--- config.mk ---
export PLATFORM = sky130hd
export DESIGN_NAME = pr_region_wrapper
export DESIGN_NICKNAME = d
export VERILOG_FILES = /design/src/logic/pr_bus_pkg.sv /design/src/logic/pr_ctrl_pkg.sv /design/src/logic/pr_region_wrapper.sv /design/src/logic/persona_checksum.sv /design/src/logic/persona_scratch.sv /design/src/logic/pr_persona_mux.sv /design/src/logic/pr_freeze_ctrl.sv
export SDC_FILE = /design/constraint.sdc
export NUM_CORES = 1
export LEC_CHECK = 0
export BUFFER_PORTS_ARGS = -buffer_cell sky130_fd_sc_hd__buf_2
export CORE_MARGIN = 5
export CORE_UTILIZATION = 40
export DETAILED_ROUTE_END_ITERATION = 16
export PLACE_DENSITY = 0.67
export SLEW_MARGIN = 20
export SYNTH_ARGS = -nofsm -noshare
export SYNTH_HDL_FRONTEND = slang
export SYNTH_SLANG_ARGS = --single-unit
--- constraint.sdc ---
create_clock -name pr_region_clk -period 3.8 [get_ports pr_region_clk]
set_input_delay 0.57 -clock pr_region_clk [delete_from_list [all_inputs] [get_ports pr_region_clk]]
set_output_delay 0.57 -clock pr_region_clk [all_outputs]
set_load 0.01 [all_outputs]
--- src/logic/pr_bus_pkg.sv ---
// Host bus definitions: single-beat 32-bit word access, no bursts, read latency of one cycle
`default_nettype none

package pr_bus_pkg;

  // Word address and data widths of the host slave bus
  localparam int addr_width = 4;
  localparam int data_width = 32;
  localparam int byte_lanes = data_width / 8;

  // Number of words in the scratch persona
  localparam int scratch_words = 2 ** addr_width;

  typedef struct packed {
    logic                  read;
    logic                  write;
    logic [addr_width-1:0] address;
    logic [data_width-1:0] writedata;
    logic [byte_lanes-1:0] byteenable;
  } avmm_req_t;

  typedef struct packed {
    logic                  waitrequest;
    logic                  readdatavalid;
    logic [data_width-1:0] readdata;
  } avmm_rsp_t;

  // Register map of the checksum persona
  typedef enum logic [addr_width-1:0] {
    reg_sum   = 4'd0,
    reg_xor   = 4'd1,
    reg_count = 4'd2,
    reg_clear = 4'd3
  } checksum_reg_e;

  // Expands byteenable into a bit mask over the data word
  function automatic logic [data_width-1:0] byte_mask(input logic [byte_lanes-1:0] be);
    logic [data_width-1:0] mask;
    for (int b = 0; b < byte_lanes; b++) begin
      mask[b*8 +: 8] = {8{be[b]}};
    end
    return mask;
  endfunction

endpackage

`default_nettype wire

--- src/logic/pr_ctrl_pkg.sv ---
// PR controller definitions: two personas only, and persona ids must stay below num_persona
`default_nettype none

package pr_ctrl_pkg;

  // Number of personas that share the region slot
  localparam int num_persona = 2;

  // Width of a persona number
  localparam int persona_width = $clog2(num_persona);

  typedef logic [persona_width-1:0] persona_id_t;

  // Persona numbering inside the slot
  localparam persona_id_t scratch_persona  = 1'b0;
  localparam persona_id_t checksum_persona = 1'b1;

  // The persona that is active straight out of reset
  localparam persona_id_t reset_persona = scratch_persona;

  // Stop/start handshake walk of the freeze controller
  // Stopping is the one cycle that lets an in-flight read return before stop_ack
  typedef enum logic [1:0] {
    st_running  = 2'd0,
    st_stopping = 2'd1,
    st_frozen   = 2'd2,
    st_starting = 2'd3
  } pr_state_e;

endpackage

`default_nettype wire
--- src/logic/pr_region_wrapper.sv ---
// PR region top: both personas stay instantiated, only the active one is routed to the host
`timescale 1ns/10ps
`default_nettype none

module pr_region_wrapper (
  input  wire                      pr_region_clk,
  input  wire                      reset,
  input  pr_bus_pkg::avmm_req_t    host_req,
  input  wire                      stop_req,
  input  wire                      start_req,
  input  pr_ctrl_pkg::persona_id_t next_persona,
  output pr_bus_pkg::avmm_rsp_t    host_rsp,
  output logic                     stop_ack,
  output logic                     start_ack,
  output logic                     freeze
);

  import pr_bus_pkg::*;
  import pr_ctrl_pkg::*;

  persona_id_t                   active_persona;
  logic                          persona_reset;
  logic [num_persona-1:0]        persona_rst;
  avmm_req_t [num_persona-1:0]   persona_req;
  avmm_rsp_t [num_persona-1:0]   persona_rsp;

  pr_freeze_ctrl u_freeze_ctrl (
    .pr_region_clk  (pr_region_clk),
    .reset          (reset),
    .stop_req       (stop_req),
    .start_req      (start_req),
    .next_persona   (next_persona),
    .stop_ack       (stop_ack),
    .start_ack      (start_ack),
    .freeze         (freeze),
    .active_persona (active_persona),
    .persona_reset  (persona_reset)
  );

  // Activation reset only hits the persona that is being brought in
  always_comb begin
    for (int i = 0; i < num_persona; i++) begin
      persona_rst[i] = reset | (persona_reset && (active_persona == persona_id_t'(i)));
    end
  end

  pr_persona_mux u_mux (
    .host_req       (host_req),
    .freeze         (freeze),
    .active_persona (active_persona),
    .persona_rsp    (persona_rsp),
    .host_rsp       (host_rsp),
    .persona_req    (persona_req)
  );

  persona_scratch u_scratch (
    .pr_region_clk (pr_region_clk),
    .reset         (persona_rst[scratch_persona]),
    .req           (persona_req[scratch_persona]),
    .rsp           (persona_rsp[scratch_persona])
  );

  persona_checksum u_checksum (
    .pr_region_clk (pr_region_clk),
    .reset         (persona_rst[checksum_persona]),
    .req           (persona_req[checksum_persona]),
    .rsp           (persona_rsp[checksum_persona])
  );

endmodule

`default_nettype wire

--- src/logic/persona_checksum.sv ---
// Persona 1 keeps a sum, XOR and write count over masked data; addresses above clear read as zero
`timescale 1ns/10ps
`default_nettype none

module persona_checksum (
  input  wire                   pr_region_clk,
  input  wire                   reset,
  input  pr_bus_pkg::avmm_req_t req,
  output pr_bus_pkg::avmm_rsp_t rsp
);

  import pr_bus_pkg::*;

  checksum_reg_e         reg_addr;
  logic [data_width-1:0] masked_data;
  logic [data_width-1:0] sum_q;
  logic [data_width-1:0] xor_q;
  logic [data_width-1:0] count_q;
  logic [data_width-1:0] rdata_q;
  logic                  rdv_q;

  assign reg_addr    = checksum_reg_e'(req.address);
  assign masked_data = req.writedata & byte_mask(req.byteenable);

  // The sum wraps modulo 2^32, and count only moves on sum and xor writes
  always_ff @(posedge pr_region_clk) begin
    if (reset) begin
      sum_q   <= '0;
      xor_q   <= '0;
      count_q <= '0;
    end else if (req.write) begin
      case (reg_addr)
        reg_sum: begin
          sum_q   <= sum_q + masked_data;
          count_q <= count_q + 32'd1;
        end
        reg_xor: begin
          xor_q   <= xor_q ^ masked_data;
          count_q <= count_q + 32'd1;
        end
        reg_clear: begin
          sum_q   <= '0;
          xor_q   <= '0;
          count_q <= '0;
        end
        default: begin
        end
      endcase
    end
  end

  always_ff @(posedge pr_region_clk) begin
    if (reset) begin
      rdv_q <= 1'b0;
    end else begin
      rdv_q <= req.read;
    end
  end

  always_ff @(posedge pr_region_clk) begin
    if (req.read) begin
      case (reg_addr)
        reg_sum:   rdata_q <= sum_q;
        reg_xor:   rdata_q <= xor_q;
        reg_count: rdata_q <= count_q;
        default:   rdata_q <= '0;
      endcase
    end
  end

  assign rsp = '{waitrequest: 1'b0, readdatavalid: rdv_q, readdata: rdata_q};

endmodule

`default_nettype wire

--- src/logic/persona_scratch.sv ---
// Persona 0: sixteen-word scratch file, cleared by reset, never stalls the host
`timescale 1ns/10ps
`default_nettype none

module persona_scratch (
  input  wire                   pr_region_clk,
  input  wire                   reset,
  input  pr_bus_pkg::avmm_req_t req,
  output pr_bus_pkg::avmm_rsp_t rsp
);

  import pr_bus_pkg::*;

  logic [data_width-1:0] mem [scratch_words];
  logic [data_width-1:0] wmask;
  logic [data_width-1:0] rdata_q;
  logic                  rdv_q;

  assign wmask = byte_mask(req.byteenable);

  // Byte lanes outside byteenable keep their old contents
  always_ff @(posedge pr_region_clk) begin
    if (reset) begin
      for (int i = 0; i < scratch_words; i++) begin
        mem[i] <= '0;
      end
    end else if (req.write) begin
      mem[req.address] <= (mem[req.address] & ~wmask) | (req.writedata & wmask);
    end
  end

  always_ff @(posedge pr_region_clk) begin
    if (reset) begin
      rdv_q <= 1'b0;
    end else begin
      rdv_q <= req.read;
    end
  end

  always_ff @(posedge pr_region_clk) begin
    if (req.read) begin
      rdata_q <= mem[req.address];
    end
  end

  assign rsp = '{waitrequest: 1'b0, readdatavalid: rdv_q, readdata: rdata_q};

endmodule

`default_nettype wire

--- src/logic/pr_persona_mux.sv ---
// Host routing into the persona slot; purely combinational, so it adds no latency to the bus
`timescale 1ns/10ps
`default_nettype none

module pr_persona_mux (
  input  pr_bus_pkg::avmm_req_t                                host_req,
  input  wire                                                  freeze,
  input  pr_ctrl_pkg::persona_id_t                             active_persona,
  input  pr_bus_pkg::avmm_rsp_t [pr_ctrl_pkg::num_persona-1:0] persona_rsp,
  output pr_bus_pkg::avmm_rsp_t                                host_rsp,
  output pr_bus_pkg::avmm_req_t [pr_ctrl_pkg::num_persona-1:0] persona_req
);

  import pr_bus_pkg::*;
  import pr_ctrl_pkg::*;

  avmm_rsp_t sel_rsp;

  // Only the active persona is driven, and nothing gets through while frozen
  always_comb begin
    for (int i = 0; i < num_persona; i++) begin
      persona_req[i] = '0;
    end
    if (!freeze) begin
      persona_req[active_persona] = host_req;
    end
  end

  assign sel_rsp = persona_rsp[active_persona];

  // Frozen region holds the host off and masks read data
  // A read accepted on the freezing edge still completes with its data
  always_comb begin
    host_rsp = sel_rsp;
    if (freeze) begin
      host_rsp.waitrequest = 1'b1;
      if (!sel_rsp.readdatavalid) begin
        host_rsp.readdata = '0;
      end
    end
  end

endmodule

`default_nettype wire

--- src/logic/pr_freeze_ctrl.sv ---
// Stop/start handshake FSM; the PR controller must hold each req until its ack rises
`timescale 1ns/10ps
`default_nettype none

module pr_freeze_ctrl (
  input  wire                      pr_region_clk,
  input  wire                      reset,
  input  wire                      stop_req,
  input  wire                      start_req,
  input  pr_ctrl_pkg::persona_id_t next_persona,
  output logic                     stop_ack,
  output logic                     start_ack,
  output logic                     freeze,
  output pr_ctrl_pkg::persona_id_t active_persona,
  output logic                     persona_reset
);

  import pr_ctrl_pkg::*;

  pr_state_e   state_q;
  persona_id_t active_q;
  logic        stop_ack_q;
  logic        start_ack_q;

  always_ff @(posedge pr_region_clk) begin
    if (reset) begin
      state_q     <= st_running;
      active_q    <= reset_persona;
      stop_ack_q  <= 1'b0;
      start_ack_q <= 1'b0;
    end else begin
      case (state_q)
        st_running: begin
          // Ack of the last start drops one cycle after its req
          start_ack_q <= start_ack_q & start_req;
          // A new stop waits until the previous start handshake has closed
          if (stop_req && !start_ack_q) begin
            state_q <= st_stopping;
          end
        end
        st_stopping: begin
          // Any read accepted just before the freeze returns in this cycle
          state_q    <= st_frozen;
          stop_ack_q <= 1'b1;
        end
        st_frozen: begin
          stop_ack_q <= stop_ack_q & stop_req;
          if (start_req && !stop_ack_q) begin
            state_q  <= st_starting;
            active_q <= next_persona;
          end
        end
        st_starting: begin
          state_q     <= st_running;
          start_ack_q <= 1'b1;
        end
        default: begin
          state_q <= st_running;
        end
      endcase
    end
  end

  // The region is frozen from the edge after stop_req up to the edge that raises start_ack
  assign freeze = (state_q != st_running);

  // The new persona sees its local reset during the single starting cycle
  assign persona_reset = (state_q == st_starting);

  assign active_persona = active_q;
  assign stop_ack       = stop_ack_q;
  assign start_ack      = start_ack_q;

endmodule

`default_nettype wire

**After elaboration in Yosys (flattened, before gate mapping)**

Memories as Yosys holds them, arrays and structs flattened.
Index checks and enable logic that the tools add are counted.

- Flip-flop bits (word level): 167
- Latch bits: 0
- RAM bits: 512
- ROM bits: 0
- Input port bits: 47
- Output and inout bits: 37
- Memories: 1

Memory list:

| name | depth | width | read ports | clocked after memory_dff | wr ports | line | source |
|---|---|---|---|---|---|---|---|
| u_scratch.mem | 16 | 32 | 1 | 0 | 16 | persona_scratch.sv:14 | `logic [data_width-1:0] mem [scratch_words];` |

- Add/sub/neg operators: 2
- Multipliers: 0
- Div/mod/pow operators: 0
- $lt $le $gt $ge: 2
- Equality and inequality tests: 8
- Shifts and indexed selects: 0
- Mux-type cells: 25
- Bitwise logic cells: 12
- Reduce and logical (&&, ||, !) cells: 22

Operators with widths:

| cell | number |
|---|---|
| 32-bit case mux with 2 select lines | 3 |
| 32-bit AND | 3 |
| 32-bit two-way mux | 3 |
| 32-bit case mux with 3 select lines | 1 |
| 84-bit AND | 1 |
| 84-bit two-way mux | 1 |
| 42-bit demux with 1-bit select | 1 |
| 42-bit two-way mux | 1 |
| 34-bit two-way mux | 1 |
| 33-bit two-way mux | 1 |
| 32-bit by 1-bit adder with 32-bit output (second input constant) | 1 |
| 32-bit adder | 1 |
| 32-bit NOT | 1 |
| 32-bit OR | 1 |
| 32-bit OR reduction | 1 |
| 32-bit bitwise XOR | 1 |
| 2-bit nonzero test | 6 |
| 2-bit AND reduction | 5 |
| 4-bit by 2-bit equality test with 1-bit output (second input constant) | 2 |
| 2-bit case mux with 4 select lines | 1 |
| 1-bit two-way mux | 7 |
| 1-bit logical AND | 5 |
| 2-bit equality test (second input constant) | 2 |
| 4-bit by 1-bit equality test with 1-bit output (second input constant) | 1 |
| 14 further kinds | 20 |

**Depth between registers and ports, before layout**

- Depth after elaboration: 11
- Gate-level depth with buffers: 19
- Mapped depth without buffers: 17

**By module**

A second synthesis with hierarchy kept.

- Cells, all modules: 2706
- Area, all modules: 33223.1 um^2

Modules (own cells, without submodules):

| module | instances | cells each | area each (um^2) | sequential area each (um^2) |
|---|---|---|---|---|
| persona_scratch | 1 | 1611 | 24407.2 | 16355.7 |
| persona_checksum | 1 | 854 | 7332.0 | 2902.8 |
| pr_persona_mux | 1 | 209 | 1199.9 | 0.0 |
| pr_freeze_ctrl | 1 | 29 | 264.0 | 100.1 |
| pr_region_wrapper | 1 | 3 | 20.0 | 0.0 |

**Worst setup path before layout**

Ideal clock, no wire load.

- Path kind: register to register
- Start point: register u_freeze_ctrl.state_q[0]
- End point: register u_checksum.sum_q[30]
- Library setup time: 62 ps
- Data arrival time: 3702 ps
- Path slack: 36 ps
- Cell stages (with the launch flop): 20
- Path buffers: 2
- Period minus slack after synthesis: 3764 ps
- Cells stage by stage: dfxtp_1 inv_1 ha_1 and2_1 buf_2 and3_1 clkbuf_1 and2_1 ha_1 inv_1 fa_1 nor2b_1 o31a_1 o21ai_0 a21boi_0 o211ai_1 a31oi_1 o31ai_1 or4b_1 nand3_1

- Word-level cells in the longest chain between the ends: 5

RTL lines:

| what | line | source |
|---|---|---|
| start: declaration | pr_freeze_ctrl.sv:20 | `pr_state_e state_q;` |
| start signal: assignment | pr_freeze_ctrl.sv:27 | `state_q <= st_running;` |
| start signal: assignment | pr_freeze_ctrl.sv:38 | `state_q <= st_stopping;` |
| start signal: assignment | pr_freeze_ctrl.sv:43 | `state_q <= st_frozen;` |
| 2-bit nonzero test | pr_freeze_ctrl.sv:65 | `assign freeze = (state_q != st_running);` |
| 84-bit two-way mux | pr_persona_mux.sv:24 | `if (!freeze) begin` |
| 32-bit AND, or another cell as far along | persona_checksum.sv:23 | `assign masked_data = req.writedata & byte_mask(req.byteenable);` |
| 32-bit adder / 2-bit nonzero test (equally long branches) | - |  |
| 32-bit case mux with 2 select lines / 2-bit AND reduction (equally long branches) | - |  |
| end signal: assignment | persona_checksum.sv:34 | `sum_q <= sum_q + masked_data;` |
| end: declaration | persona_checksum.sv:16 | `logic [data_width-1:0] sum_q;` |

Several ways; a longest one is shown, not always the timed one.
A chain may end at the register's enable or synchronous reset.

**Worst setup path after layout**

- Start point: register u_freeze_ctrl.state_q[1]
- End point: register u_checksum.sum_q[30]

Same word-level chain as after synthesis.

==> metrics.md <==
| Metric | Value |
|---|---|
| Clock Skews | 0.0288 ns |
| Clock period minus worst slack | 3.65 ns |
| Arrival time of the worst setup path | 4.19 ns |
| Total Power | 23.6 mW |
| FF-to-FF path depth | 18 |
| Dpl ws | -0.0206 ns |
| Vias per Instance | 5.77 |
| Slew Viols, Final | 0 |
| Share of flip-flops with an asynchronous set or reset | 0 |
| PortBufs | 83 |
| Post-route DRC violation count | 0 |
| Cells after Synth | 2,865 |
| Max Fanout on Critical Path | 4 |
| Final setup fails | 0 |
| P_sw | 8.44 mW |
| Die Wd | 292 µm |
| Sequential power share | 0.397 |
| Area grow syn2layout | 15.1% |
| Post-Syn Area | 31,800 µm² |
| Die height | 292 µm |
| Worst-Skew Late Latency | 0.61 ns |
| Site row count | 103 |
| Clock share of power | 0.289 |
| CTS Buf Count | 72 |
| Root Driver | clkbuf_16 |
| Finished Layout Cells | 4,075 |
| Core Util, Final | 0.464 |
| Htree depth | 3 |
| Vias | 23,500 |
| Status | finished, final reports clean |
| Crit path kind | flip-flop to flip-flop |
| Main flop type after synthesis | edfxtp_1 |
| GR Util All Layers | 0.217 |
| Worst Hold Depth | 3 |
| Yosys warns | 0 |
| Register area share after synthesis | 0.609 |
| Final-stage net count | 3,048 |
| Hold Buf Count CTS | 0 |
| Normalized max-slew margin | 0.248 |
| Worst setup SP type | flip-flop |
| Longest Clk Path Bufs | 3 |
| Synth Net Count | 2,946 |
| Initial DRC count | 2,841 |
| Worst Path Required | 4.34 ns |
| Gpl congestion | 0.941 |
| Lkg Pwr | 13.6 nW |
| TritonRoute pass-1 iters | 7 |
| Routed WL per cell | 23.4 µm |
| Antenna Nets Post-Route | 0 |
| Tcrit/Tclk final | 0.959 |
| #FFs+latches synth | 679 |
| Final hold slack | 0.238 ns |
| Setup ws final | 0.154 ns |
| Area occupied by multi-input gates | 11,600 µm² |
| Design Area, Final | 36,600 µm² |
| Register area | 19,400 µm² |
| DP HPWL | 61.5 mm |
| Starting Density | 0.403 |
| Syn avg cell area | 11.1 µm² |
| Die area | 85,200 µm² |
| Drt total wl | 95.4 mm |
| Worst R2R Start | u_freeze_ctrl.state_q[1] |
| Initial antenna violation count | 2 |
| TritonCTS Sinks | 679 |
| Vias in the first global route | 22,900 |
| Hold_sp | next_persona |
| CTS tree | done |
| First-pass GRT wire length | 142 mm |
| Library cells used by synthesis | 64 |
| Final hold viol count | 0 |
| Slew @ Worst Pin | 1.13 ns |
| Combinational share of power | 0.314 |
| Gr ovfl total | 0 |
| Int Pwr | 15.2 mW |
| Number of synthesized flops with an enable pin | 576 |
| Filler cells | 7,125 |
| Worst Hold Class | input port to flip-flop |
| Achievable Freq | 274 MHz |
| R2r setup slk | 0.15 ns |
| Largest net degree at the start of global routing | 56 |
| Share of cells above drive strength 1 | 0.160 |
| Critical Path End Type | flip-flop |
| Sw Ratio | 0.358 |
| I/O pin cnt | 84 |
| Placed Instances | 3,941 |
| Worst r2r dst | u_checksum.sum_q[30] |
| Core area | 78,900 µm² |
| Hold endpoint | u_freeze_ctrl.active_persona |
| Peak supply drop | 400 µV |
| Dpl cell area | 34,100 µm² |
| Maxcap violations | 0 |
| Power per cell area | 645 nW/µm² |
| Clk slew on worst S/H paths | 0.06 ns |
| TNS Setup | 0 ns |
-- synth_stat cells, types with 8 or more instances --
cell | n | share of area
and2_1 | 39 | 0.0077
nand2_1 | 200 | 0.024
nand4_1 | 10 | 0.0020
mux2_2 | 42 | 0.015
xnor2_1 | 28 | 0.0077
or3_1 | 9 | 0.0018
a222oi_1 | 33 | 0.010
a221oi_1 | 39 | 0.011
a21o_1 | 11 | 0.0026
and3_1 | 57 | 0.011
clkbuf_1 | 126 | 0.015
o21ai_1 | 16 | 0.0025
nor2_1 | 753 | 0.089
a22oi_1 | 14 | 0.0033
buf_2 | 70 | 0.011
ha_1 | 33 | 0.013
nor2b_1 | 22 | 0.0043
dfxtp_1 | 103 | 0.065
o22ai_1 | 20 | 0.0039
mux4_2 | 42 | 0.030
a211oi_1 | 8 | 0.0019
a21oi_1 | 141 | 0.022
inv_1 | 56 | 0.0066
a31oi_1 | 20 | 0.0039
o221ai_1 | 32 | 0.0088
o21ai_0 | 99 | 0.016
mux2i_1 | 79 | 0.025
o211ai_1 | 9 | 0.0021
edfxtp_1 | 576 | 0.54
nand3_1 | 33 | 0.0052
nor3_1 | 13 | 0.0020
buf_1 | 13 | 0.0015
xor2_1 | 56 | 0.015
-- how the worst max path moves through the flow --
| stage | start | to | slack, ns | depth (start not counted) |
|---|---|---|---|---|
| after CTS | u_freeze_ctrl.state_q[1] | u_checksum.sum_q[30] | 0.01 | 17 |
| after global routing | u_freeze_ctrl.state_q[0] | u_checksum.sum_q[30] | -0.12 | 16 |
| after detailed placement | u_freeze_ctrl.state_q[1] | u_checksum.sum_q[31] | -0.02 | 16 |
| after floorplan | u_freeze_ctrl.state_q[0] | u_checksum.sum_q[30] | 0.04 | 19 |
| final | u_freeze_ctrl.state_q[1] | u_checksum.sum_q[30] | 0.15 | 18 |
| after global placement | u_freeze_ctrl.state_q[0] | u_checksum.sum_q[31] | 0.07 | 16 |
-- cells by family (layout without fill, tap and decap cells) --
logic type / Yosys count / after routing / synth area share
buffers and inverters: 270 / 429 / 0.0352
AND/OR/NAND/NOR: 1160 / 1160 / 0.153
adder cells (fa/ha/maj): 41 / 41 / 0.0158
flip-flops: 679 / 679 / 0.609
other: 0 / 1 / 0
multiplexers: 163 / 163 / 0.0695
AO/OA/AOI/OAI: 468 / 468 / 0.0949
XOR/XNOR: 84 / 84 / 0.0231
-- per-layer routing --
layer	vias up	share of wire	track usage	routed length, µm
met5	-	0	0	0
met4	0	0.046	0.0986	4380
met3	217	0.090	0.0319	8620
met2	1217	0.47	0.346	44700
met1	11600	0.39	0.296	37700
li1	10500	-	-	-
-- layout by cell type, fill, tap and decap left out, drive strengths merged, types with 4 or more instances in the layout --
master  netlist  routed
or3           9       9
nor2b        22      22
nand4        12      12
nor2        754     754
nor3         13      13
a22oi        14      14
nand3        33      33
and4          4       4
clkinv        0      29
a21oi       143     143
a221oi       39      39
o211ai        9       9
dfxtp       103     103
o21ai       115     115
mux2         42      42
xor2         56      56
a222oi       33      33
clkbuf      126      94
a31oi        20      20
buf          88     242
a211oi        8       8
nand2       200     200
bufinv        0       5
edfxtp      576     576
inv          56      59
xnor2        28      28
nand2b        7       7
o221ai       32      32
and3         57      57
o21a          4       4
ha           33      33
mux4         42      42
a21o         11      11
and2         40      40
o22ai        20      20
maj3          7       7
mux2i        79      79
-- flip-flops by register name (all words and copies together), names as in the netlist, 2 cells and up --
register               count
u_checksum.rdata_q        32
u_freeze_ctrl.state_q      2
u_checksum.sum_q          32
u_checksum.count_q        32
u_checksum.xor_q          32
u_scratch.rdata_q         32
u_scratch.mem            512
-- power groups by stage --
stage,clock (mW),sequential [mW],combinational (mW)
after global routing,7.22,9.42,7.92
after floorplan,0,9.42,4.13
after CTS,6.90,9.37,7.38
after detailed placement,0,9.52,7.35
after global placement,0,9.49,7.30
final,6.82,9.37,7.40
-- worst max-delay path: stages (launching register included) --
cell and delay, ns:
dfxtp_2 0.33, inv_1 0.10, ha_2 0.20, and2_4 0.16, and3_4 0.20, and2_1 0.13, ha_1 0.17, inv_1 0.07
fa_2 0.38, nor2b_2 0.13, o31a_1 0.25, o21ai_1 0.12, o21ai_1 0.20, o211ai_1 0.11, buf_4 0.18, a31oi_2 0.19
o31ai_1 0.11, or4b_1 0.47, nand3_1 0.09
-- what timing repair did --
item / CTS / global route
pin swaps: 2 / 11
resized for setup: 2 / 39
buffers inserted: 0 / 2
endpoints found under the setup margin: 3 / 80
-- final cells by class --
cell class / instances / share of cell area
Inverter: 56 / 0.00575
Timing Repair Buffer: 242 / 0.0503
Multi-Input combinational cell: 1916 / 0.317
Antenna cell: 1 / 0.0000684
Clock buffer: 94 / 0.0529
Sequential cell: 679 / 0.529
Tap cell: 1050 / 0.0359
Clock inverter: 37 / 0.00859
No activity file was read; power rests on OpenSTA's default activity.
